[src/verilog/fp_types_pkg.sv]
`default_nettype none

package fp_types_pkg;

	////////////////////////////////////////
	// sizes
	////////////////////////////////////////

	localparam int N_ADC        = 8;                   // adc channels
	localparam int W_ADC_DATA   = 18;                  // filtered sample width
	localparam int W_EP         = 16;                  // endpoint word
	localparam int W_ADDR       = 8;                   // endpoint address
	localparam int W_OP         = 2;                   // host op code
	localparam int W_ADC_OS     = 3;                   // adc oversample code
	localparam int W_OSM        = 6;                   // osf oversample ratio
	localparam int FIFO_DEPTH   = 16;                  // pipe fifo words
	localparam int W_CREDIT     = 8;                   // pipe credit count
	localparam int W_CHAN_SEL   = $clog2(N_ADC);
	localparam int W_FIFO_PTR   = $clog2(FIFO_DEPTH);
	localparam int W_FIFO_LEVEL = W_FIFO_PTR + 1;      // 0..FIFO_DEPTH

	////////////////////////////////////////
	// plain vectors
	////////////////////////////////////////

	typedef logic [W_ADC_DATA-1:0] adc_data_t;
	typedef logic [W_EP-1:0]       ep_data_t;
	typedef logic [W_ADDR-1:0]     ep_addr_t;
	typedef logic [W_OP-1:0]       host_op_t;
	typedef logic [N_ADC-1:0]      chan_mask_t;        // one bit per channel
	typedef logic [W_CREDIT-1:0]   credit_t;

	////////////////////////////////////////
	// bundles
	////////////////////////////////////////

	typedef struct packed {
		logic     valid;
		host_op_t op;
		ep_addr_t addr;
		ep_data_t data;
	} host_req_t;                                      // 27 bits

	typedef struct packed {
		logic     valid;
		logic     err;                                 // address missed the map
		ep_data_t data;
	} host_rsp_t;                                      // 18 bits

	typedef struct packed {
		logic     valid;
		ep_data_t data;
	} pipe_word_t;

	typedef struct packed {
		logic [W_ADC_OS-1:0] os;
	} adc_cfg_t;

	typedef struct packed {
		chan_mask_t       activate;
		ep_data_t         cycle_delay;
		logic [W_OSM-1:0] osm;
	} osf_cfg_t;

	typedef struct packed {
		chan_mask_t              lock_en;
		ep_data_t                setpoint;
		logic signed [W_EP-1:0]  p_coef;
		logic signed [W_EP-1:0]  i_coef;
		logic signed [W_EP-1:0]  d_coef;
	} pid_cfg_t;

	typedef struct packed {
		logic       adc_cstart;
		chan_mask_t pid_clear;
		logic       module_update;                     // any parameter changed
		logic       sys_reset;                         // also flushes the pipe
	} trig_t;

endpackage

`default_nettype wire

[src/verilog/fp_ep_map_pkg.sv]
`default_nettype none

package fp_ep_map_pkg;

	import fp_types_pkg::*;

	// host operations
	localparam host_op_t OP_WIRE_IN     = 2'd0;
	localparam host_op_t OP_TRIG_IN     = 2'd1;
	localparam host_op_t OP_WIRE_OUT    = 2'd2;
	localparam host_op_t OP_PIPE_CREDIT = 2'd3;

	////////////////////////////////////////
	// wire-ins, readable through wire-out
	////////////////////////////////////////

	localparam ep_addr_t ADC_OS_WEP          = 8'h00;
	localparam ep_addr_t OSF_ACTIVATE_WEP    = 8'h01;
	localparam ep_addr_t OSF_CYCLE_DELAY_WEP = 8'h02;
	localparam ep_addr_t OSF_OSM_WEP         = 8'h03;
	localparam ep_addr_t PID_LOCK_EN_WEP     = 8'h04;
	localparam ep_addr_t PID_SETPOINT_WEP    = 8'h05;
	localparam ep_addr_t PID_P_COEF_WEP      = 8'h06;
	localparam ep_addr_t PID_I_COEF_WEP      = 8'h07;
	localparam ep_addr_t PID_D_COEF_WEP      = 8'h08;
	localparam ep_addr_t PIPE_CHAN_SEL_WEP   = 8'h09;
	localparam ep_addr_t OSF_UPDATE_MASK_WEP = 8'h0A;
	localparam ep_addr_t PID_UPDATE_MASK_WEP = 8'h0B;  // last wire-in

	// triggers, one address per target
	localparam ep_addr_t ADC_CSTART_TEP      = 8'h40;
	localparam ep_addr_t PID_CLEAR_TEP       = 8'h41;
	localparam ep_addr_t MODULE_UPDATE_TEP   = 8'h42;
	localparam ep_addr_t SYS_RESET_TEP       = 8'h43;

	// wire-outs, base must stay aligned to N_ADC
	localparam ep_addr_t OSF_DATA0_OWEP      = 8'h20;
	localparam ep_addr_t STATUS_OWEP         = 8'h28;

	// status word layout
	localparam int ST_LEVEL_LSB    = 0;                // level in 4:0
	localparam int ST_OVERFLOW_BIT = 8;
	localparam int ST_CREDIT_BIT   = 9;

endpackage

`default_nettype wire

[src/verilog/endpoint_regs.sv]
`default_nettype none

module endpoint_regs (
	input  wire                          clk50_in,
	input  wire                          rst,
	input  wire                          reg_wr,
	input  wire                          trig_wr,
	input  wire fp_types_pkg::ep_addr_t  reg_addr,
	input  wire fp_types_pkg::ep_data_t  reg_wdata,
	input  wire fp_types_pkg::chan_mask_t osf_valid,
	input  wire fp_types_pkg::adc_data_t [fp_types_pkg::N_ADC-1:0] osf_data_packed,
	input  wire [fp_types_pkg::W_FIFO_LEVEL-1:0] fifo_level,
	input  wire                          overflow,
	input  wire                          credit_avail,
	output fp_types_pkg::ep_data_t       rd_data,
	output logic                         rd_hit,
	output fp_types_pkg::adc_cfg_t       adc_cfg,
	output fp_types_pkg::osf_cfg_t       osf_cfg,
	output fp_types_pkg::pid_cfg_t       pid_cfg,
	output fp_types_pkg::chan_mask_t     osf_update_en,
	output fp_types_pkg::chan_mask_t     pid_update_en,
	output fp_types_pkg::trig_t          trig,
	output logic [fp_types_pkg::W_CHAN_SEL-1:0] pipe_chan_sel
);

	import fp_types_pkg::*;
	import fp_ep_map_pkg::*;

	chan_mask_t osf_update_mask;                       // channels told of osf changes
	chan_mask_t pid_update_mask;
	ep_data_t   sample_q [N_ADC];                      // top bits of newest sample
	logic       osf_chg, pid_chg;                      // addressed value would change
	logic       wi_hit, wo_hit, tr_hit, smp_hit;

	////////////////////////////////////////
	// address decode and readback
	////////////////////////////////////////

	assign wi_hit  = (reg_addr <= PID_UPDATE_MASK_WEP);
	assign smp_hit = (reg_addr >= OSF_DATA0_OWEP) && (reg_addr < OSF_DATA0_OWEP + N_ADC);
	assign wo_hit  = smp_hit || (reg_addr == STATUS_OWEP);
	assign tr_hit  = (reg_addr >= ADC_CSTART_TEP) && (reg_addr <= SYS_RESET_TEP);

	// writes only match their own space, reads see wire-ins too
	assign rd_hit = trig_wr ? tr_hit : reg_wr ? wi_hit : (wi_hit || wo_hit);

	always_comb begin
		rd_data = '0;
		if (smp_hit) begin
			rd_data = sample_q[reg_addr[W_CHAN_SEL-1:0]];
		end else begin
			case (reg_addr)
				ADC_OS_WEP:          rd_data = ep_data_t'(adc_cfg.os);
				OSF_ACTIVATE_WEP:    rd_data = ep_data_t'(osf_cfg.activate);
				OSF_CYCLE_DELAY_WEP: rd_data = osf_cfg.cycle_delay;
				OSF_OSM_WEP:         rd_data = ep_data_t'(osf_cfg.osm);
				PID_LOCK_EN_WEP:     rd_data = ep_data_t'(pid_cfg.lock_en);
				PID_SETPOINT_WEP:    rd_data = pid_cfg.setpoint;
				PID_P_COEF_WEP:      rd_data = pid_cfg.p_coef;
				PID_I_COEF_WEP:      rd_data = pid_cfg.i_coef;
				PID_D_COEF_WEP:      rd_data = pid_cfg.d_coef;
				PIPE_CHAN_SEL_WEP:   rd_data = ep_data_t'(pipe_chan_sel);
				OSF_UPDATE_MASK_WEP: rd_data = ep_data_t'(osf_update_mask);
				PID_UPDATE_MASK_WEP: rd_data = ep_data_t'(pid_update_mask);
				STATUS_OWEP: begin
					rd_data[ST_LEVEL_LSB +: W_FIFO_LEVEL] = fifo_level;
					rd_data[ST_OVERFLOW_BIT]              = overflow;
					rd_data[ST_CREDIT_BIT]                = credit_avail;
				end
				default: rd_data = '0;
			endcase
		end
	end

	// change detect against the stored value
	always_comb begin
		osf_chg = 1'b0;
		pid_chg = 1'b0;
		case (reg_addr)
			OSF_ACTIVATE_WEP:    osf_chg = reg_wdata[N_ADC-1:0] != osf_cfg.activate;
			OSF_CYCLE_DELAY_WEP: osf_chg = reg_wdata != osf_cfg.cycle_delay;
			OSF_OSM_WEP:         osf_chg = reg_wdata[W_OSM-1:0] != osf_cfg.osm;
			PID_LOCK_EN_WEP:     pid_chg = reg_wdata[N_ADC-1:0] != pid_cfg.lock_en;
			PID_SETPOINT_WEP:    pid_chg = reg_wdata != pid_cfg.setpoint;
			PID_P_COEF_WEP:      pid_chg = reg_wdata != pid_cfg.p_coef;
			PID_I_COEF_WEP:      pid_chg = reg_wdata != pid_cfg.i_coef;
			PID_D_COEF_WEP:      pid_chg = reg_wdata != pid_cfg.d_coef;
			default: ;
		endcase
	end

	////////////////////////////////////////
	// wire-in registers
	////////////////////////////////////////

	always_ff @(posedge clk50_in) begin
		if (rst) begin
			adc_cfg         <= '0;
			osf_cfg         <= '0;
			pid_cfg         <= '0;
			pipe_chan_sel   <= '0;
			osf_update_mask <= '0;
			pid_update_mask <= '0;
		end else if (reg_wr) begin
			case (reg_addr)
				ADC_OS_WEP:          adc_cfg.os          <= reg_wdata[W_ADC_OS-1:0];
				OSF_ACTIVATE_WEP:    osf_cfg.activate    <= reg_wdata[N_ADC-1:0];
				OSF_CYCLE_DELAY_WEP: osf_cfg.cycle_delay <= reg_wdata;
				OSF_OSM_WEP:         osf_cfg.osm         <= reg_wdata[W_OSM-1:0];
				PID_LOCK_EN_WEP:     pid_cfg.lock_en     <= reg_wdata[N_ADC-1:0];
				PID_SETPOINT_WEP:    pid_cfg.setpoint    <= reg_wdata;
				PID_P_COEF_WEP:      pid_cfg.p_coef      <= $signed(reg_wdata);
				PID_I_COEF_WEP:      pid_cfg.i_coef      <= $signed(reg_wdata);
				PID_D_COEF_WEP:      pid_cfg.d_coef      <= $signed(reg_wdata);
				PIPE_CHAN_SEL_WEP:   pipe_chan_sel       <= reg_wdata[W_CHAN_SEL-1:0];
				OSF_UPDATE_MASK_WEP: osf_update_mask     <= reg_wdata[N_ADC-1:0];
				PID_UPDATE_MASK_WEP: pid_update_mask     <= reg_wdata[N_ADC-1:0];
				default: ;
			endcase
		end
	end

	// one-cycle pulses, land with the write
	always_ff @(posedge clk50_in) begin
		if (rst) begin
			osf_update_en <= '0;
			pid_update_en <= '0;
			trig          <= '0;
		end else begin
			osf_update_en <= (reg_wr && osf_chg) ? osf_update_mask : '0;
			pid_update_en <= (reg_wr && pid_chg) ? pid_update_mask : '0;
			trig          <= '0;
			if (trig_wr) begin
				case (reg_addr)
					ADC_CSTART_TEP:    trig.adc_cstart    <= reg_wdata[0];
					PID_CLEAR_TEP:     trig.pid_clear     <= reg_wdata[N_ADC-1:0];
					MODULE_UPDATE_TEP: trig.module_update <= reg_wdata[0];
					SYS_RESET_TEP:     trig.sys_reset     <= reg_wdata[0];
					default: ;
				endcase
			end
		end
	end

	// newest sample per channel, top 16 of 18 bits
	always_ff @(posedge clk50_in) begin
		for (int i = 0; i < N_ADC; i++) begin
			if (rst) begin
				sample_q[i] <= '0;
			end else if (osf_valid[i]) begin
				sample_q[i] <= osf_data_packed[i][W_ADC_DATA-1 -: W_EP];
			end
		end
	end

	// rd_hit decode needs at most one strobe
	a_single_strobe: assert property (
		@(posedge clk50_in) disable iff (rst)
		!(reg_wr && trig_wr)
	);

endmodule

`default_nettype wire

[src/verilog/frontpanel_interface.sv]
`default_nettype none

module frontpanel_interface (
	input  wire                           clk50_in,
	input  wire                           rst,
	input  wire fp_types_pkg::host_req_t  host_req,
	output fp_types_pkg::host_rsp_t       host_rsp,
	input  wire fp_types_pkg::chan_mask_t osf_valid,
	input  wire fp_types_pkg::adc_data_t [fp_types_pkg::N_ADC-1:0] osf_data_packed,
	output fp_types_pkg::adc_cfg_t        adc_cfg,
	output fp_types_pkg::osf_cfg_t        osf_cfg,
	output fp_types_pkg::pid_cfg_t        pid_cfg,
	output fp_types_pkg::chan_mask_t      osf_update_en,
	output fp_types_pkg::chan_mask_t      pid_update_en,
	output fp_types_pkg::trig_t           trig,
	output fp_types_pkg::pipe_word_t      pipe_out
);

	import fp_types_pkg::*;

	////////////////////////////////////////
	// internal wires
	////////////////////////////////////////

	logic                    reg_wr, trig_wr;
	ep_addr_t                reg_addr;
	ep_data_t                reg_wdata;
	ep_data_t                rd_data;
	logic                    rd_hit;
	credit_t                 credit_add;
	logic                    credit_add_valid;
	logic                    credit_avail;
	logic                    pop;
	logic [W_FIFO_LEVEL-1:0] fifo_level;
	logic                    overflow;
	logic [W_CHAN_SEL-1:0]   pipe_chan_sel;

	host_cmd_fsm u_cmd (
		.clk50_in         (clk50_in),
		.rst              (rst),
		.host_req         (host_req),
		.host_rsp         (host_rsp),
		.reg_wr           (reg_wr),
		.trig_wr          (trig_wr),
		.reg_addr         (reg_addr),
		.reg_wdata        (reg_wdata),
		.rd_data          (rd_data),
		.rd_hit           (rd_hit),
		.credit_add       (credit_add),
		.credit_add_valid (credit_add_valid)
	);

	// sys_reset trigger doubles as pipe flush
	pipe_credit_counter u_credit (
		.clk50_in         (clk50_in),
		.rst              (rst),
		.flush            (trig.sys_reset),
		.credit_add       (credit_add),
		.credit_add_valid (credit_add_valid),
		.pop              (pop),
		.credit_avail     (credit_avail)
	);

	endpoint_regs u_regs (
		.clk50_in         (clk50_in),
		.rst              (rst),
		.reg_wr           (reg_wr),
		.trig_wr          (trig_wr),
		.reg_addr         (reg_addr),
		.reg_wdata        (reg_wdata),
		.osf_valid        (osf_valid),
		.osf_data_packed  (osf_data_packed),
		.fifo_level       (fifo_level),
		.overflow         (overflow),
		.credit_avail     (credit_avail),
		.rd_data          (rd_data),
		.rd_hit           (rd_hit),
		.adc_cfg          (adc_cfg),
		.osf_cfg          (osf_cfg),
		.pid_cfg          (pid_cfg),
		.osf_update_en    (osf_update_en),
		.pid_update_en    (pid_update_en),
		.trig             (trig),
		.pipe_chan_sel    (pipe_chan_sel)
	);

	pipe_tx_fifo u_pipe (
		.clk50_in         (clk50_in),
		.rst              (rst),
		.flush            (trig.sys_reset),
		.osf_valid        (osf_valid),
		.osf_data_packed  (osf_data_packed),
		.pipe_chan_sel    (pipe_chan_sel),
		.credit_avail     (credit_avail),
		.pop              (pop),
		.fifo_level       (fifo_level),
		.overflow         (overflow),
		.pipe_out         (pipe_out)
	);

endmodule

`default_nettype wire

[src/verilog/host_cmd_fsm.sv]
`default_nettype none

module host_cmd_fsm (
	input  wire                       clk50_in,
	input  wire                       rst,
	input  wire fp_types_pkg::host_req_t host_req,
	output fp_types_pkg::host_rsp_t   host_rsp,
	output logic                      reg_wr,
	output logic                      trig_wr,
	output fp_types_pkg::ep_addr_t    reg_addr,
	output fp_types_pkg::ep_data_t    reg_wdata,
	input  wire fp_types_pkg::ep_data_t rd_data,
	input  wire                       rd_hit,
	output fp_types_pkg::credit_t     credit_add,
	output logic                      credit_add_valid
);

	import fp_types_pkg::*;
	import fp_ep_map_pkg::*;

	typedef enum logic [1:0] {
		FSM_IDLE,                                      // waiting for a request
		FSM_EXEC,                                      // request latched, strobe issued
		FSM_RESP                                       // strobe live, response built
	} fsm_state_t;

	fsm_state_t state;
	host_req_t  req_q;                                 // held for the whole transaction

	// latched request drives the datapath
	assign reg_addr   = req_q.addr;
	assign reg_wdata  = req_q.data;
	assign credit_add = req_q.data[W_CREDIT-1:0];

	// payload capture on accept
	always_ff @(posedge clk50_in) begin
		if (state == FSM_IDLE && host_req.valid) begin
			req_q <= host_req;
		end
	end

	////////////////////////////////////////
	// control
	////////////////////////////////////////

	always_ff @(posedge clk50_in) begin
		if (rst) begin
			state            <= FSM_IDLE;
			reg_wr           <= 1'b0;
			trig_wr          <= 1'b0;
			credit_add_valid <= 1'b0;
			host_rsp         <= '0;
		end else begin
			// strobes and rsp valid live for one cycle
			reg_wr           <= 1'b0;
			trig_wr          <= 1'b0;
			credit_add_valid <= 1'b0;
			host_rsp.valid   <= 1'b0;
			case (state)
				FSM_IDLE: begin
					if (host_req.valid) state <= FSM_EXEC;
				end
				FSM_EXEC: begin
					// exactly one strobe, wire-out needs none
					reg_wr           <= (req_q.op == OP_WIRE_IN);
					trig_wr          <= (req_q.op == OP_TRIG_IN);
					credit_add_valid <= (req_q.op == OP_PIPE_CREDIT);
					state            <= FSM_RESP;
				end
				FSM_RESP: begin
					host_rsp.valid <= 1'b1;
					host_rsp.err   <= (req_q.op != OP_PIPE_CREDIT) && !rd_hit;
					host_rsp.data  <= (req_q.op == OP_WIRE_OUT) ? rd_data : '0;
					state          <= FSM_IDLE;
				end
				default: state <= FSM_IDLE;
			endcase
		end
	end

	// host keeps one request outstanding
	a_one_outstanding: assert property (
		@(posedge clk50_in) disable iff (rst)
		host_req.valid |-> state == FSM_IDLE
	);

endmodule

`default_nettype wire

[src/verilog/pipe_credit_counter.sv]
`default_nettype none

module pipe_credit_counter (
	input  wire                        clk50_in,
	input  wire                        rst,
	input  wire                        flush,
	input  wire fp_types_pkg::credit_t credit_add,
	input  wire                        credit_add_valid,
	input  wire                        pop,
	output logic                       credit_avail
);

	import fp_types_pkg::*;

	credit_t             count;                        // granted, not yet sent
	logic [W_CREDIT:0]   next_sum;                     // one spare bit for saturation

	// grant and pop may land together
	always_comb begin
		next_sum = {1'b0, count} - (W_CREDIT + 1)'(pop);
		if (credit_add_valid) next_sum = next_sum + {1'b0, credit_add};
	end

	always_ff @(posedge clk50_in) begin
		if (rst || flush) begin
			count <= '0;
		end else if (next_sum[W_CREDIT]) begin
			count <= '1;                               // clamp at 255
		end else begin
			count <= next_sum[W_CREDIT-1:0];
		end
	end

	assign credit_avail = (count != '0);

	// fifo must never send past the grant
	a_no_pop_at_zero: assert property (
		@(posedge clk50_in) disable iff (rst)
		pop |-> count != '0
	);

endmodule

`default_nettype wire

[src/verilog/pipe_tx_fifo.sv]
`default_nettype none

module pipe_tx_fifo (
	input  wire                           clk50_in,
	input  wire                           rst,
	input  wire                           flush,
	input  wire fp_types_pkg::chan_mask_t osf_valid,
	input  wire fp_types_pkg::adc_data_t [fp_types_pkg::N_ADC-1:0] osf_data_packed,
	input  wire [fp_types_pkg::W_CHAN_SEL-1:0] pipe_chan_sel,
	input  wire                           credit_avail,
	output logic                          pop,
	output logic [fp_types_pkg::W_FIFO_LEVEL-1:0] fifo_level,
	output logic                          overflow,
	output fp_types_pkg::pipe_word_t      pipe_out
);

	import fp_types_pkg::*;

	ep_data_t              mem [FIFO_DEPTH];
	logic [W_FIFO_PTR-1:0] wr_ptr, rd_ptr;            // wrap naturally
	adc_data_t             sel_sample;
	logic                  sel_valid;
	logic                  full;
	logic                  push;

	// channel mux
	assign sel_sample = osf_data_packed[pipe_chan_sel];
	assign sel_valid  = osf_valid[pipe_chan_sel];

	assign full = (fifo_level == W_FIFO_LEVEL'(FIFO_DEPTH));
	assign push = sel_valid && !full;                  // full drops the sample
	assign pop  = (fifo_level != '0) && credit_avail;  // one word per credit

	always_ff @(posedge clk50_in) begin
		if (push) mem[wr_ptr] <= sel_sample[W_ADC_DATA-1 -: W_EP];
	end

	////////////////////////////////////////
	// pointers, level, output word
	////////////////////////////////////////

	always_ff @(posedge clk50_in) begin
		if (rst || flush) begin
			wr_ptr         <= '0;
			rd_ptr         <= '0;
			fifo_level     <= '0;
			overflow       <= 1'b0;
			pipe_out.valid <= 1'b0;
		end else begin
			if (push) wr_ptr <= wr_ptr + 1'b1;
			if (pop) begin
				rd_ptr        <= rd_ptr + 1'b1;
				pipe_out.data <= mem[rd_ptr];
			end
			fifo_level     <= fifo_level + W_FIFO_LEVEL'(push) - W_FIFO_LEVEL'(pop);
			pipe_out.valid <= pop;
			if (sel_valid && full) overflow <= 1'b1;  // sticky until flush
		end
	end

	a_level_bound: assert property (
		@(posedge clk50_in) disable iff (rst)
		fifo_level <= W_FIFO_LEVEL'(FIFO_DEPTH)
	);

endmodule

`default_nettype wire
[config.mk]
export PLATFORM = sky130hd
export DESIGN_NAME = frontpanel_interface
export DESIGN_NICKNAME = d
export VERILOG_FILES = /design/src/verilog/fp_types_pkg.sv /design/src/verilog/fp_ep_map_pkg.sv /design/src/verilog/endpoint_regs.sv /design/src/verilog/frontpanel_interface.sv /design/src/verilog/host_cmd_fsm.sv /design/src/verilog/pipe_credit_counter.sv /design/src/verilog/pipe_tx_fifo.sv
export SDC_FILE = /design/constraint.sdc
export NUM_CORES = 1
export LEC_CHECK = 0
export ABC_CLOCK_PERIOD_IN_PS = 6100
export BUFFER_PORTS_ARGS = -buffer_cell sky130_fd_sc_hd__clkbuf_2
export CAP_MARGIN = 40
export CORE_ASPECT_RATIO = 1.4
export CORE_UTILIZATION = 50
export CTS_BUF_LIST = sky130_fd_sc_hd__clkbuf_16
export DETAILED_ROUTE_END_ITERATION = 12
export GPL_TIMING_DRIVEN = 0
export MAX_ROUTING_LAYER = met4
export PLACE_DENSITY = 0.71
export SETUP_SLACK_MARGIN = 0.1
export SKIP_LAST_GASP = 1
export SYNTH_ARGS = -nofsm -noshare
export SYNTH_HDL_FRONTEND = slang
export SYNTH_SLANG_ARGS = --single-unit
export TNS_END_PERCENT = 10
[constraint.sdc]
create_clock -name clk50_in -period 6.1 [get_ports clk50_in]
set_input_delay 0.61 -clock clk50_in [delete_from_list [all_inputs] [get_ports clk50_in]]
set_output_delay 0.61 -clock clk50_in [all_outputs]
set_load 0.02 [all_outputs]
== Word level (Yosys, flattened, before mapping) ==
Memories as Yosys holds them, arrays and structs flattened. A register that Yosys moved wholly into a read port is not among the register bits.
Cells that the tools add are included.

* Eq/ne operators: 32
* Order comparisons: 6
* Bitwise operators: 17
* Reduce and logical (&&, ||, !) cells: 39
* Muxes and demuxes: 56
* $add $sub $neg: 6

{| class="wikitable"
|+ Operators by type and width
! kind !! number
|-
| 2-to-1 mux 16 bit || 10
|-
| inequality test 16 bit || 5
|-
| case mux 5 bit (13 select lines) || 1
|-
| binary-select mux 18 bit (select 3 bit) || 1
|-
| 2-to-1 mux 18 bit || 2
|-
| equality test 8 x 3 -> 1 bit (second input constant) || 4
|-
| equality test 8 x 4 -> 1 bit (second input constant) || 4
|-
| equality test 8 x 7 -> 1 bit (second input constant) || 4
|-
| 2-to-1 mux 1 bit || 31
|-
| case mux 3 bit (10 select lines) || 1
|-
| case mux 6 bit (5 select lines) || 1
|-
| AND reduction 2 bit || 13
|-
| equality test 8 x 2 -> 1 bit (second input constant) || 2
|-
| inequality test 8 bit || 2
|-
| case mux 2 bit (6 select lines) || 1
|-
| OR reduction 3 bit || 4
|-
| adder 9 x 8 -> 9 bit || 1
|-
| logical AND 1 bit || 9
|-
| 2-to-1 mux 9 bit || 1
|-
| NOT 1 bit || 9
|-
| subtractor 8 x 1 -> 9 bit || 1
|-
| adder 4 x 1 -> 4 bit (second input constant) || 2
|-
| equality test 8 x 1 -> 1 bit (second input constant) || 1
|-
| equality test 8 x 6 -> 1 bit (second input constant) || 1
|-
| 28 further kinds || 45
|}

* Word-level logic and storage cells: 192
* Output and inout bits: 167
* Register bits after elaboration: 223
* Bits in writable memories: 384
* Bits of input ports: 181
* Memories kept: 2

{| class="wikitable"
|+ Memory list
! name !! words !! bits a word !! rd ports !! clocked after Yosys merged registers in !! wr ports !! line !! source
|-
| u_pipe.mem || 16 || 16 || 1 || 1 || 1 || pipe_tx_fifo.sv:19 || <nowiki>ep_data_t mem [FIFO_DEPTH];</nowiki>
|-
| u_regs.sample_q || 8 || 16 || 1 || 1 || 8 || endpoint_regs.sv:31 || <nowiki>ep_data_t sample_q [N_ADC];</nowiki>
|}

== Depth between registers and ports, before layout ==
Gate-level depths: netlist of the first run.

* Depth in word-level cells: 9
* Gate-level depth with buffers: 18
* Depth with buffers taken out: 18

== Modules after synthesis ==
Synthesis of the first run repeated with hierarchy kept, for this count alone.

* Cells, all modules: 1990
* Area total of the unflattened synthesis: 27595.2 um^2

{| class="wikitable"
|+ By module, submodules not included
! module !! area each (um^2) !! seq. area each (um^2) !! cells an instance !! times used
|-
| endpoint_regs || 12932.4 || 6866.6 || 1227 || 1
|-
| pipe_tx_fifo || 12041.5 || 8468.1 || 546 || 1
|-
| host_cmd_fsm || 1762.9 || 1241.2 || 113 || 1
|-
| pipe_credit_counter || 858.3 || 160.2 || 104 || 1
|}

== Worst setup path after synthesis of the first run ==
OpenSTA, ideal clock, no wires.

* Kind: register to register
* Start point: reg u_credit.count[5]
* End point: reg u_credit.count[0]
* Cell stages (with the launch flop): 18
* Path buffers: 0
* Path slack: 2199 ps
* Required time: 5962 ps
* Period minus slack after synthesis: 3901 ps
* Library setup time: 138 ps
* Data arrival time: 3763 ps
* Path through: dfxtp_1 or4_1 nor3_1 and3_1 or2_2 inv_1 ha_1 ha_1 xor2_1 ha_1 nor2b_1 o21ai_0 a21boi_0 o21a_1 o21ai_0 nor2_1 a211oi_2 a21oi_1

* Longest elaborated chain between the ends: 6

{| class="wikitable"
|+ RTL lines
! item !! line !! source
|-
| from (decl) || pipe_credit_counter.sv:15 || <nowiki>credit_t count;</nowiki>
|-
| from (signal assigned) || pipe_credit_counter.sv:30 || <nowiki>count <= next_sum[W_CREDIT-1:0];</nowiki>
|-
| nonzero test 8 bit (*) || pipe_credit_counter.sv:34 || <nowiki>assign credit_avail = (count != '0);</nowiki>
|-
| logical AND 1 bit (*) || pipe_tx_fifo.sv:32 || <nowiki>assign pop = (fifo_level != '0) && credit_avail;</nowiki>
|-
| named net pop || frontpanel_interface.sv:33 || <nowiki>logic pop;</nowiki>
|-
| subtractor 8 x 1 -> 9 bit (*) || pipe_credit_counter.sv:20 || <nowiki>next_sum = {1'b0, count} - (W_CREDIT + 1)'(pop);</nowiki>
|-
| adder 9 x 8 -> 9 bit || pipe_credit_counter.sv:21 || <nowiki>if (credit_add_valid) next_sum = next_sum + {1'b0, credit_add};</nowiki>
|-
| 2-to-1 mux 9 bit (*) || pipe_credit_counter.sv:21 ||
|-
| 2-to-1 mux 8 bit (*) || pipe_credit_counter.sv:27 || <nowiki>end else if (next_sum[W_CREDIT]) begin</nowiki>
|}

The timed path passes the listed nets; every way through them passes the cells marked *.
A chain may end at the register's enable or synchronous reset.

== Worst setup path in the final report of the first run ==
* Start point: reg u_credit.count[5]
* End point: reg u_credit.count[1]

The elaborated chain is that of the path after synthesis.

==> metrics, run 1 <==
status=finished clean; Final nets=2,638; Die H=278 microns; Yosys cell types=69; post-synthesis simple-gate area fraction=12.3%; Worst Path Max Fanout=8; CTS tree=built; setup violators final=0; fraction of layout cells with a size suffix above 1=28.1%; delay-heaviest family, CP=simple AND/OR/NAND/NOR gates; ANT nets after route=0; # IOs=348; Peak VDD IR=0.236 mV; worst min path class=in -> reg; RD Place Congestion=1.05; critical path type=reg -> reg; HPWL Detailed=67,500 microns; Mapped Cells=2,015; Clock Sinks=626; post-synthesis xor/xnor area fraction=2.22%; main combinational cell family by area after synthesis=multiplexers; DR WL/cell=28.2 microns; IO buf count=331; Startpoint Class=register; initial core utilization=50.9%; post-route setup TNS=0 ns; final hold violations=0; post-cts sizing count=0; First DRT Iteration DRCs=1,990; synth top area cells=edfxtp_1, dfxtp_1, mux4_2; area share of fa/ha/maj cells after synthesis=1.11%; Layout fillers=4,248; CP Depth=17; P per Cell Area=330 mW/mm^2; Root Driver=clkbuf_16; Compound-Gate Fraction of Synth Area=5.96%; Core Area=0.0536 sq mm; post-CTS setup buffer count=0; clock buffer depth=3; CP Cell Sequence=or4_1 -> nor3_1 -> and3_1 -> or2_2 -> inv_1 -> ha_1 -> ha_1 -> xor2_1 -> ha_1 -> nor2b_1 -> o21ai_0 -> a21boi_0 -> o21a_1 -> o21ai_0 -> nor2_1 -> a211oi_2 -> a21oi_1; Worst Tran Pin Value=1.00 ns; gr usage total=33.8%; Post-synth top flop=edfxtp_1; Final min period=4.99 ns; site row count=100; CP endpoint kind=register; fmax=200 MHz; Post-CTS Hold Fix Bufs=0; Post-Syn Nets=2,219; # DRC=0; Slew HR=33.0%; multiplexer share of the synthesized area=14.1%; Hold WS=0.125 ns; Detailed Route WL=90,200 microns; Die W=199 microns; leakage=11.6 nW; final slew viol count=0; vias in the first global route=19,400; Syn Area/Cell=13.5 sq um; FF+latch count, synth=626; Initial DRT Pass Iterations=7; CP max stage cell=or4_1; Commonest cells post-synth=edfxtp_1, nand2_1, dfxtp_1; RSZ-0062 raised after global routing=no; Num CTS Buffers=57; routed vias=19,400; GRT overflow=0; DIE AREA=0.0554 sq mm; WP data required=6.59 ns; Design Area, Final=0.0321 sq mm; leading area contributor after synthesis=edfxtp_1; Cell Area, Synth=0.0272 sq mm; CP peak stage delay=0.59 ns; most frequent CP cell=ha_1; buffers plus inverters on the worst setup path=1; Clock Skews=0.0434 ns; fin crit share=81.8%; Post-synth ARST share=0%; synth warn=0; initial antenna violation count=7; FF-to-FF path depth=17; first-pass GRT wire length=129,000 microns; most frequent cell after synthesis=edfxtp_1; Syn-to-layout area delta=18.0%; largest net degree at the start of global routing=19; post-synth top area share=47.0%; max cap viols=0; Arr. time, crit path=5.47 ns; clk slew on worst S/H paths=0.06 ns; Placed Area=0.0302 sq mm; sequential area share after synthesis=61.7%; H-tree depth=2; WHS Path Cells=1; Via density=6.07; Post-synth EDFFs=426; worst skew pair latency=0.67 ns
## metal layers
layer | track usage [%] | up-vias | share of wire [%] | routed length, microns
li1 | - | 8341 | - | -
met1 | 38.2 | 9721 | 35 | 31400
met2 | 56.5 | 1068 | 51 | 45800
met3 | 5.89 | 298 | 8.0 | 7240
met4 | 18.6 | 0 | 6.4 | 5800
met5 | - | - | 0 | 0
## path summary, 6_finish.rpt
check                            startpoint  slack, ns                             end
max            u_credit.count[5]$_SDFF_PP0_       1.11    u_credit.count[1]$_SDFF_PP0_
min                            host_req[12]       0.12   u_cmd.reg_wdata[12]$_DFFE_PP_
max reg2reg    u_credit.count[5]$_SDFF_PP0_       1.11    u_credit.count[1]$_SDFF_PP0_
min reg2reg  u_cmd.host_rsp[5]$_SDFFE_PP0P_       0.47  u_cmd.host_rsp[5]$_SDFFE_PP0P_
## per-stage QoR
step	std cells	utilization, %	power [mW]	setup WS (ns)
2_1_floorplan	2015	-	6.40	2.20
3_3_place_gp	3060	55.6	6.98	0.362
3_5_place_dp	3089	56.4	7.07	1.13
4_1_cts	3196	60.0	10.6	1.10
5_1_grt	3203	60.0	11.0	0.794
6_report	3203	60.0	10.6	1.11
## power by group
group	internal (mW)	switching [mW]	leakage [nW]	total [mW]
combinational	0.918	1.17	4.91	2.09
clock	1.95	1.65	0.997	3.60
sequential	4.80	0.106	5.71	4.91
total	7.67	2.93	11.6	10.6
## logic make-up (layout without fill, tap and decap cells)
logic type | after synthesis | after routing
AO/OA/AOI/OAI | 260 | 260
XOR/XNOR | 69 | 69
adder cells (fa/ha/maj) | 23 | 23
buffers and inverters | 183 | 650
flip-flops | 626 | 626
multiplexers | 196 | 196
other | 0 | 7
AND/OR/NAND/NOR | 658 | 658
## state kept, by name, summed over array words and instances (netlist names), 5 cells and up, named ones only
signal                  cells
u_pipe.mem                256
u_regs.sample_q           128
u_regs.pid_cfg             72
u_regs.osf_cfg             30
u_cmd.host_rsp             18
u_pipe.pipe_out            17
u_cmd.reg_wdata            16
u_regs.trig                11
u_cmd.reg_addr              8
u_credit.count              8
u_regs.osf_update_en        8
u_regs.osf_update_mask      8
u_regs.pid_update_en        8
u_regs.pid_update_mask      8
u_pipe.fifo_level           5
## cells in the final DEF, fill, tap and decap left out, types with 13 or more instances in the layout
cell / netlist / layout
a21oi_1: 157 / 157
a222oi_1: 13 / 13
and2_1: 157 / 157
and3_1: 14 / 14
buf_2: 23 / 23
clkbuf_1: 108 / 108
clkbuf_16: 0 / 61
clkbuf_2: 0 / 331
dfxtp_1: 200 / 200
edfxtp_1: 426 / 426
ha_1: 21 / 21
inv_1: 36 / 51
mux2_2: 32 / 32
mux2i_1: 18 / 18
mux4_2: 146 / 146
nand2_1: 233 / 233
nand3_1: 69 / 69
nand4_1: 30 / 30
nor2_1: 72 / 61
nor2_2: 2 / 13
nor2b_1: 16 / 16
o2111ai_1: 15 / 15
o21ai_0: 14 / 14
xnor2_1: 37 / 37
xor2_1: 32 / 32
## final cells by class
cell class,instances,area (sq um),area share (%)
flip-flops and latches,626,16800,52.3
well taps,714,893,2.78
inverters,36,135,0.421
plain buffers,147,599,1.87
repair buffers,360,2040,6.34
multi-input cells,1206,9760,30.4
clock inverters,46,364,1.13
diodes,7,17.5,0.0545
clock buffers,61,1530,4.75
No activity file was read; power rests on OpenSTA's default activity.
==> run 2, diff against run 1 <==
--- a/config.mk
+++ b/config.mk
@@ -5,7 +5,7 @@
 export SDC_FILE = /design/constraint.sdc
 export NUM_CORES = 1
 export LEC_CHECK = 0
-export ABC_CLOCK_PERIOD_IN_PS = 6100
+export ABC_CLOCK_PERIOD_IN_PS = 4400
 export BUFFER_PORTS_ARGS = -buffer_cell sky130_fd_sc_hd__clkbuf_2
 export CAP_MARGIN = 40
 export CORE_ASPECT_RATIO = 1.4
@@ -14,7 +14,7 @@
 export DETAILED_ROUTE_END_ITERATION = 12
 export GPL_TIMING_DRIVEN = 0
 export MAX_ROUTING_LAYER = met4
-export PLACE_DENSITY = 0.71
+export PLACE_DENSITY = 0.74
 export SETUP_SLACK_MARGIN = 0.1
 export SKIP_LAST_GASP = 1
 export SYNTH_ARGS = -nofsm -noshare
==> constraint.sdc (replaced) <==
create_clock -name clk50_in -period 4.4 [get_ports clk50_in]
set_input_delay 0.44 -clock clk50_in [delete_from_list [all_inputs] [get_ports clk50_in]]
set_output_delay 0.44 -clock clk50_in [all_outputs]
set_load 0.02 [all_outputs]
==> run 2 against run 1 <==
  * Via count grew 1.9%
  * Clock-buffer cell count shrank 4
  * Hold slack got worse by 0.099 ns
  * Power is 41% higher
  * Global-route usage increased by 0.98 points
  * Critical path depth rose by 1
  * Final area up 0.86%
  * Sequential share of layout area fell by 0.45 points
  * Cell count up 0.97%
  * Routed wire length increased by 2.5%
  * Sequential power is 39% higher
  * Flip-flop and latch count stayed put
  * Critical path type unchanged
  * Largest cell class unchanged
==> metrics, run 2 (synthesis gave the netlist of run 1 again) <==
Worst Tran Pin Value=0.896 ns; Design Area, Final=0.0324 sq mm; flop2flop setup slack=0.27 ns; most frequent cells in the layout=edfxtp_1, clkbuf_2, nand2_1; initial core utilization=50.9%; Initial DRT Pass Iterations=8; # DRC=0; Core Area=0.0536 sq mm; Pwr Total=14.9 mW; Final Core Density=60.5%; worst min path class=in -> reg; vias in the first global route=20,200; Clock power frac=33.7%; worst skew pair latency=0.67 ns; Comb pwr share=20.7%; max FFs per register=256; initial antenna violation count=5; H-tree depth=2; Clock Sinks=626; biggest regs=u_pipe.mem (256), u_regs.sample_q (128), u_regs.pid_cfg (72); Clock Skews=0.0631 ns; RD Place Congestion=1.02; DIE AREA=0.0554 sq mm; clock buffer depth=3; Startpoint Class=register; CP peak stage delay=0.58 ns; clk slew on worst S/H paths=0.07 ns; max cap viols=0; leakage=11.7 nW; Biggest register=u_pipe.mem; routed vias=19,800; setup violators final=0; buffers plus inverters on the worst setup path=2; commonest non-fill, non-tap cell in the layout=edfxtp_1; CP max stage cell=or4_4; Die H=278 microns; Final nets=2,667; Layout fillers=4,262; final slew viol count=0; largest net degree at the start of global routing=19; P_int=10.7 mW; CTS tree=built; Placed Area=0.0302 sq mm; Flop pwr share=45.7%; Syn-to-layout area delta=19.0%; final hold violations=0; Root Driver=clkbuf_16; IO buf count=331; fmax=242 MHz; First DRT Iteration DRCs=1,941; delay-heaviest family, CP=simple AND/OR/NAND/NOR gates; Num CTS Buffers=57; status=finished clean; WP data required=4.88 ns; site row count=100; Detailed Route WL=92,500 microns; GRT overflow=0; NetSw=4.18 mW; RSZ-0062 raised after global routing=no; fin crit share=94.0%; ANT nets after route=0; Peak VDD IR=0.347 mV; # IOs=348; Slew HR=40.3%; Final min period=4.13 ns; CP Cell Sequence=or4_4 -> nor3_4 -> and3_4 -> or2_4 -> clkinvlp_4 -> ha_1 -> ha_2 -> xor2_2 -> ha_1 -> nor2b_2 -> o21ai_1 -> a21boi_1 -> o21a_1 -> o21ai_2 -> nor2_1 -> a211oi_4 -> buf_6 -> a21oi_1; fraction of layout cells with a size suffix above 1=28.5%; critical path type=reg -> reg; first-pass GRT wire length=133,000 microns; CP endpoint kind=register; Die W=199 microns; HPWL Detailed=69,200 microns; DR WL/cell=28.6 microns; Worst Path Max Fanout=7; gr usage total=34.8%; Via density=6.12; P per Cell Area=460 mW/mm^2; Arr. time, crit path=4.61 ns; Net Sw Frac=28.0%; most frequent CP cell=ha_1
[run 2: cell types whose count changed in the layout (fill, tap and decap cells not counted), sizes merged]
cell,before,now
dlygate4sd3,0,21
diode,7,8
clkinv,21,29
clkbuf,500,496
buf,68,76
inv,58,49
bufinv,3,5
clkinvlp,0,4
[run 2: final timing paths]
check / start / end / cells past startpoint
max: u_credit.count[5]$_SDFF_PP0_ / u_credit.count[6]$_SDFF_PP0_ / 18
min: host_req[24] / u_cmd.req_q[24]$_DFFE_PP_ / 1
max reg2reg: u_credit.count[5]$_SDFF_PP0_ / u_credit.count[6]$_SDFF_PP0_ / 18
min reg2reg: u_regs.pid_cfg[14]$_SDFFE_PP0P_ / u_regs.pid_cfg[14]$_SDFFE_PP0P_ / 2
[run 2: layout make-up]
type	count	area [sq um]	share of cell area (%)
sequential	626	16800	51.8
multi-input combinational	1206	9810	30.3
timing repair buffer	389	2280	7.02
clock buffer	57	1430	4.40
tap	714	893	2.76
buffer	147	599	1.85
clock inverter	51	449	1.39
inverter	36	139	0.429
antenna	8	20.0	0.0618
[run 2: layer usage]
layer | up-vias | routed length (microns) | share of wire [%] | GRT usage, %
li1 | 8417 | - | - | -
met1 | 9940 | 32100 | 35 | 39.0
met2 | 1131 | 47300 | 51 | 58.0
met3 | 309 | 6990 | 7.6 | 5.62
met4 | 0 | 6190 | 6.7 | 20.9
met5 | - | 0 | 0 | -
[run 2: timing repair]
action | in CTS | in global routing
endpoints found under the hold margin | 20 | 1
hold buffers | 20 | 1
gates resized for setup | 9 | 8
pin swaps | 4 | 2
cloned | 0 | 0
setup buffers | 5 | 0
endpoints found under the setup margin | 8 | 8
[run 2: per-stage QoR]
stage / hold WS [ns] / setup TNS [ns] / instances / setup slack [ns]
3_5_place_dp: 0.472 / -4.14 / 3092 / -0.536
5_1_grt: 0.00221 / 0 / 3231 / 0.112
4_1_cts: 0.00230 / 0 / 3225 / 0.121
2_1_floorplan: 0.438 / 0 / 2015 / 0.499
6_report: 0.0262 / 0 / 3234 / 0.266
3_3_place_gp: 0.467 / -57.23 / 3060 / -1.14
[run 2: power groups by stage]
stage | Sequential [mW] | Clock (mW) | Combinational [mW]
5_1_grt | 6.84 | 5.24 | 3.33
4_1_cts | 6.81 | 5.03 | 3.03
3_5_place_dp | 6.93 | 0 | 2.88
3_3_place_gp | 6.92 | 0 | 2.74
6_report | 6.81 | 5.02 | 3.08
2_1_floorplan | 6.98 | 0 | 1.89
==> run 3, diff against run 2 <==
--- a/config.mk
+++ b/config.mk
@@ -6,15 +6,16 @@
 export NUM_CORES = 1
 export LEC_CHECK = 0
 export ABC_CLOCK_PERIOD_IN_PS = 4400
-export BUFFER_PORTS_ARGS = -buffer_cell sky130_fd_sc_hd__clkbuf_2
 export CAP_MARGIN = 40
 export CORE_ASPECT_RATIO = 1.4
 export CORE_UTILIZATION = 50
 export CTS_BUF_LIST = sky130_fd_sc_hd__clkbuf_16
 export DETAILED_ROUTE_END_ITERATION = 12
+export DONT_BUFFER_PORTS = 1
 export GPL_TIMING_DRIVEN = 0
+export HOLD_SLACK_MARGIN = 0.02
 export MAX_ROUTING_LAYER = met4
-export PLACE_DENSITY = 0.74
+export PLACE_DENSITY = 0.69
 export SETUP_SLACK_MARGIN = 0.1
 export SKIP_LAST_GASP = 1
 export SYNTH_ARGS = -nofsm -noshare
==> run 3 against run 2 <==
  * Cell count is 6.0% lower
  * Critical endpoint is now u_credit.count[7]$_SDFF_PP0_
  * Flip-flop and latch count is the same
  * Largest power group unchanged
  * Clock skew rose by 0.010 ns
==> metrics, run 3 (synthesis gave the netlist of run 1 again) <==
First DRT Iteration DRCs=1,917; WHS Path Cells=2; Clock power frac=34.6%; Flop pwr share=46.0%; final hold violations=0; H-tree depth=2; reg2reg end=u_credit.count[7]$_SDFF_PP0_; Pwr Total=15.0 mW; clk slew on worst S/H paths=0.07 ns; Initial DRT Pass Iterations=6; RSZ-0062 raised after global routing=no; Arr. time, crit path=4.65 ns; Inst Count DP=2,763; # IOs=348; Worst Tran Pin Value=0.935 ns; worst setup path startpoint=u_credit.count[5]$_SDFF_PP0_; max FFs per register=256; worst min path class=in -> reg; initial antenna violation count=4; fin crit share=93.6%; commonest non-fill, non-tap cell in the layout=edfxtp_1; flop2flop setup slack=0.28 ns; gr usage total=34.4%; multi-input logic area=0.00982 sq mm; final slew viol count=0; DIE AREA=0.0554 sq mm; HPWL Detailed=66,000 microns; Biggest register=u_pipe.mem; initial core utilization=50.9%; Final nets=2,470; Peak VDD IR=0.313 mV; CTS tree=built; Die H=278 microns; worst skew pair latency=0.67 ns; CP peak stage delay=0.57 ns; vias in the first global route=19,500; Net Sw Frac=27.6%; Comb pwr share=19.3%; Clock Sinks=626; Startpoint Class=register; leakage=10.9 nW; post-route setup TNS=0 ns; Worst Path Max Fanout=4; WHS Endpoint=u_cmd.reg_addr[0]$_DFFE_PP_; Via density=6.27; Num CTS Buffers=58; IO buf count=0; status=finished clean; critical path type=reg -> reg; Die W=199 microns; DR WL/cell=30.2 microns; P_int=10.9 mW; fraction of layout cells with a size suffix above 1=16.7%; CP Cell Sequence=or4_4 -> nor3_4 -> and3_4 -> or2_4 -> clkinvlp_4 -> ha_1 -> ha_2 -> inv_1 -> ha_1 -> a21o_1 -> a21oi_1 -> o21ai_0 -> a211o_1 -> a31oi_2 -> xnor2_1 -> mux2i_1 -> a21oi_1; site row count=100; Core Area=0.0536 sq mm; Clock Skews=0.0736 ns; Root Driver=clkbuf_16; FF-to-FF path depth=17; routed vias=19,100; largest net degree at the start of global routing=19; setup violators final=0; Placed Area=0.0286 sq mm; CP endpoint kind=register; NetSw=4.14 mW; Syn-to-layout area delta=18.3%; Slew HR=37.6%; P per Cell Area=466 mW/mm^2; GRT overflow=0; Design Area, Final=0.0322 sq mm; max cap viols=0; Final min period=4.12 ns; clock buffer depth=3; biggest regs=u_pipe.mem (256), u_regs.sample_q (128), u_regs.pid_cfg (72); # DRC=0; ANT nets after route=0; Cell Count, Final, Fillers Out=3,040; RD Place Congestion=1.01; CP max stage cell=or4_4; hold path start=host_req[26]; Detailed Route WL=91,900 microns; Layout fillers=4,219; most frequent cells in the layout=edfxtp_1, nand2_1, dfxtp_1; FF+latch area=0.0168 sq mm; fmax=243 MHz; first-pass GRT wire length=132,000 microns; WP data required=4.93 ns; FF-to-FF Start=u_credit.count[5]$_SDFF_PP0_
[run 3: changes by cell type in the layout (fill, tap and decap cells not counted), moves of 3 or more]
cell | previous run | this run
clkbuf_2 | 331 | 0
dlygate4sd3_1 | 21 | 154
buf_6 | 12 | 8
buf_8 | 12 | 16
inv_1 | 46 | 49
nor2_1 | 63 | 60
nor2_2 | 11 | 14
[run 3: per-layer routing]
metal	up-vias	share of wire, %	GRT usage, %
met3	365	8.8	7.95
met1	9546	34	37.9
met5	-	0	-
met2	1118	50	56.5
met4	0	7.0	20.4
li1	8026	-	-
[run 3: how the worst max path moves through the flow]
stage | end | cells past startpoint | slack [ns]
final | u_credit.count[7]$_SDFF_PP0_ | 17 | 0.28
after global routing | u_credit.count[7]$_SDFF_PP0_ | 19 | 0.1
after CTS | u_credit.count[3]$_SDFF_PP0_ | 19 | 0.12
after detailed placement | u_credit.count[3]$_SDFF_PP0_ | 17 | -0.55
after global placement | register | 2 | -0.99
after floorplan | u_credit.count[0]$_SDFF_PP0_ | 17 | 0.50
[run 3: critical path: cells and delay by family, from the launching register on]
kind / cells / cell delay [ns]
flops: 1 / 0.32
mux: 1 / 0.08
xor+xnor: 1 / 0.14
compound gates: 6 / 1.26
buf+inv: 2 / 0.18
fa+ha+maj: 3 / 0.86
simple gates: 4 / 1.20
[run 3: layout make-up]
type                            instances  share of cell area [%]
Antenna cell                           10                  0.0777
Buffer                                147                    1.86
Clock buffer                           58                    4.51
Clock inverter                         52                    1.60
Inverter                               36                   0.431
Multi-Input combinational cell       1206                    30.5
Sequential cell                       626                    52.1
Tap cell                              714                    2.77
Timing Repair Buffer                  191                    6.14
[run 3: what timing repair did]
action	in CTS	in global routing
endpoints found under the setup margin	8	8
pin swaps	3	2
setup buffers	3	0
hold buffers	154	0
resized for setup	10	6
endpoints found under the hold margin	157	0
[run 3: power by group through the flow]
stage,registers [mW],logic (mW),clock network [mW]
floorplan,6.98,1.89,0
global placement,7.03,2.48,0
detailed placement,7.04,2.61,0
global route,6.95,3.14,5.45
CTS,6.91,2.87,5.22
finish,6.92,2.91,5.20
[run 3: per-stage QoR]
| step | hold WS [ns] | setup WS (ns) | util, % |
|---|---|---|---|
| 5_1_grt | 0.286 | 0.0986 | 60.1 |
| 3_3_place_gp | 0.466 | -0.992 | 52.5 |
| 2_1_floorplan | 0.438 | 0.499 | - |
| 3_5_place_dp | 0.473 | -0.551 | 53.4 |
| 6_report | 0.296 | 0.282 | 60.2 |
| 4_1_cts | 0.276 | 0.116 | 60.1 |
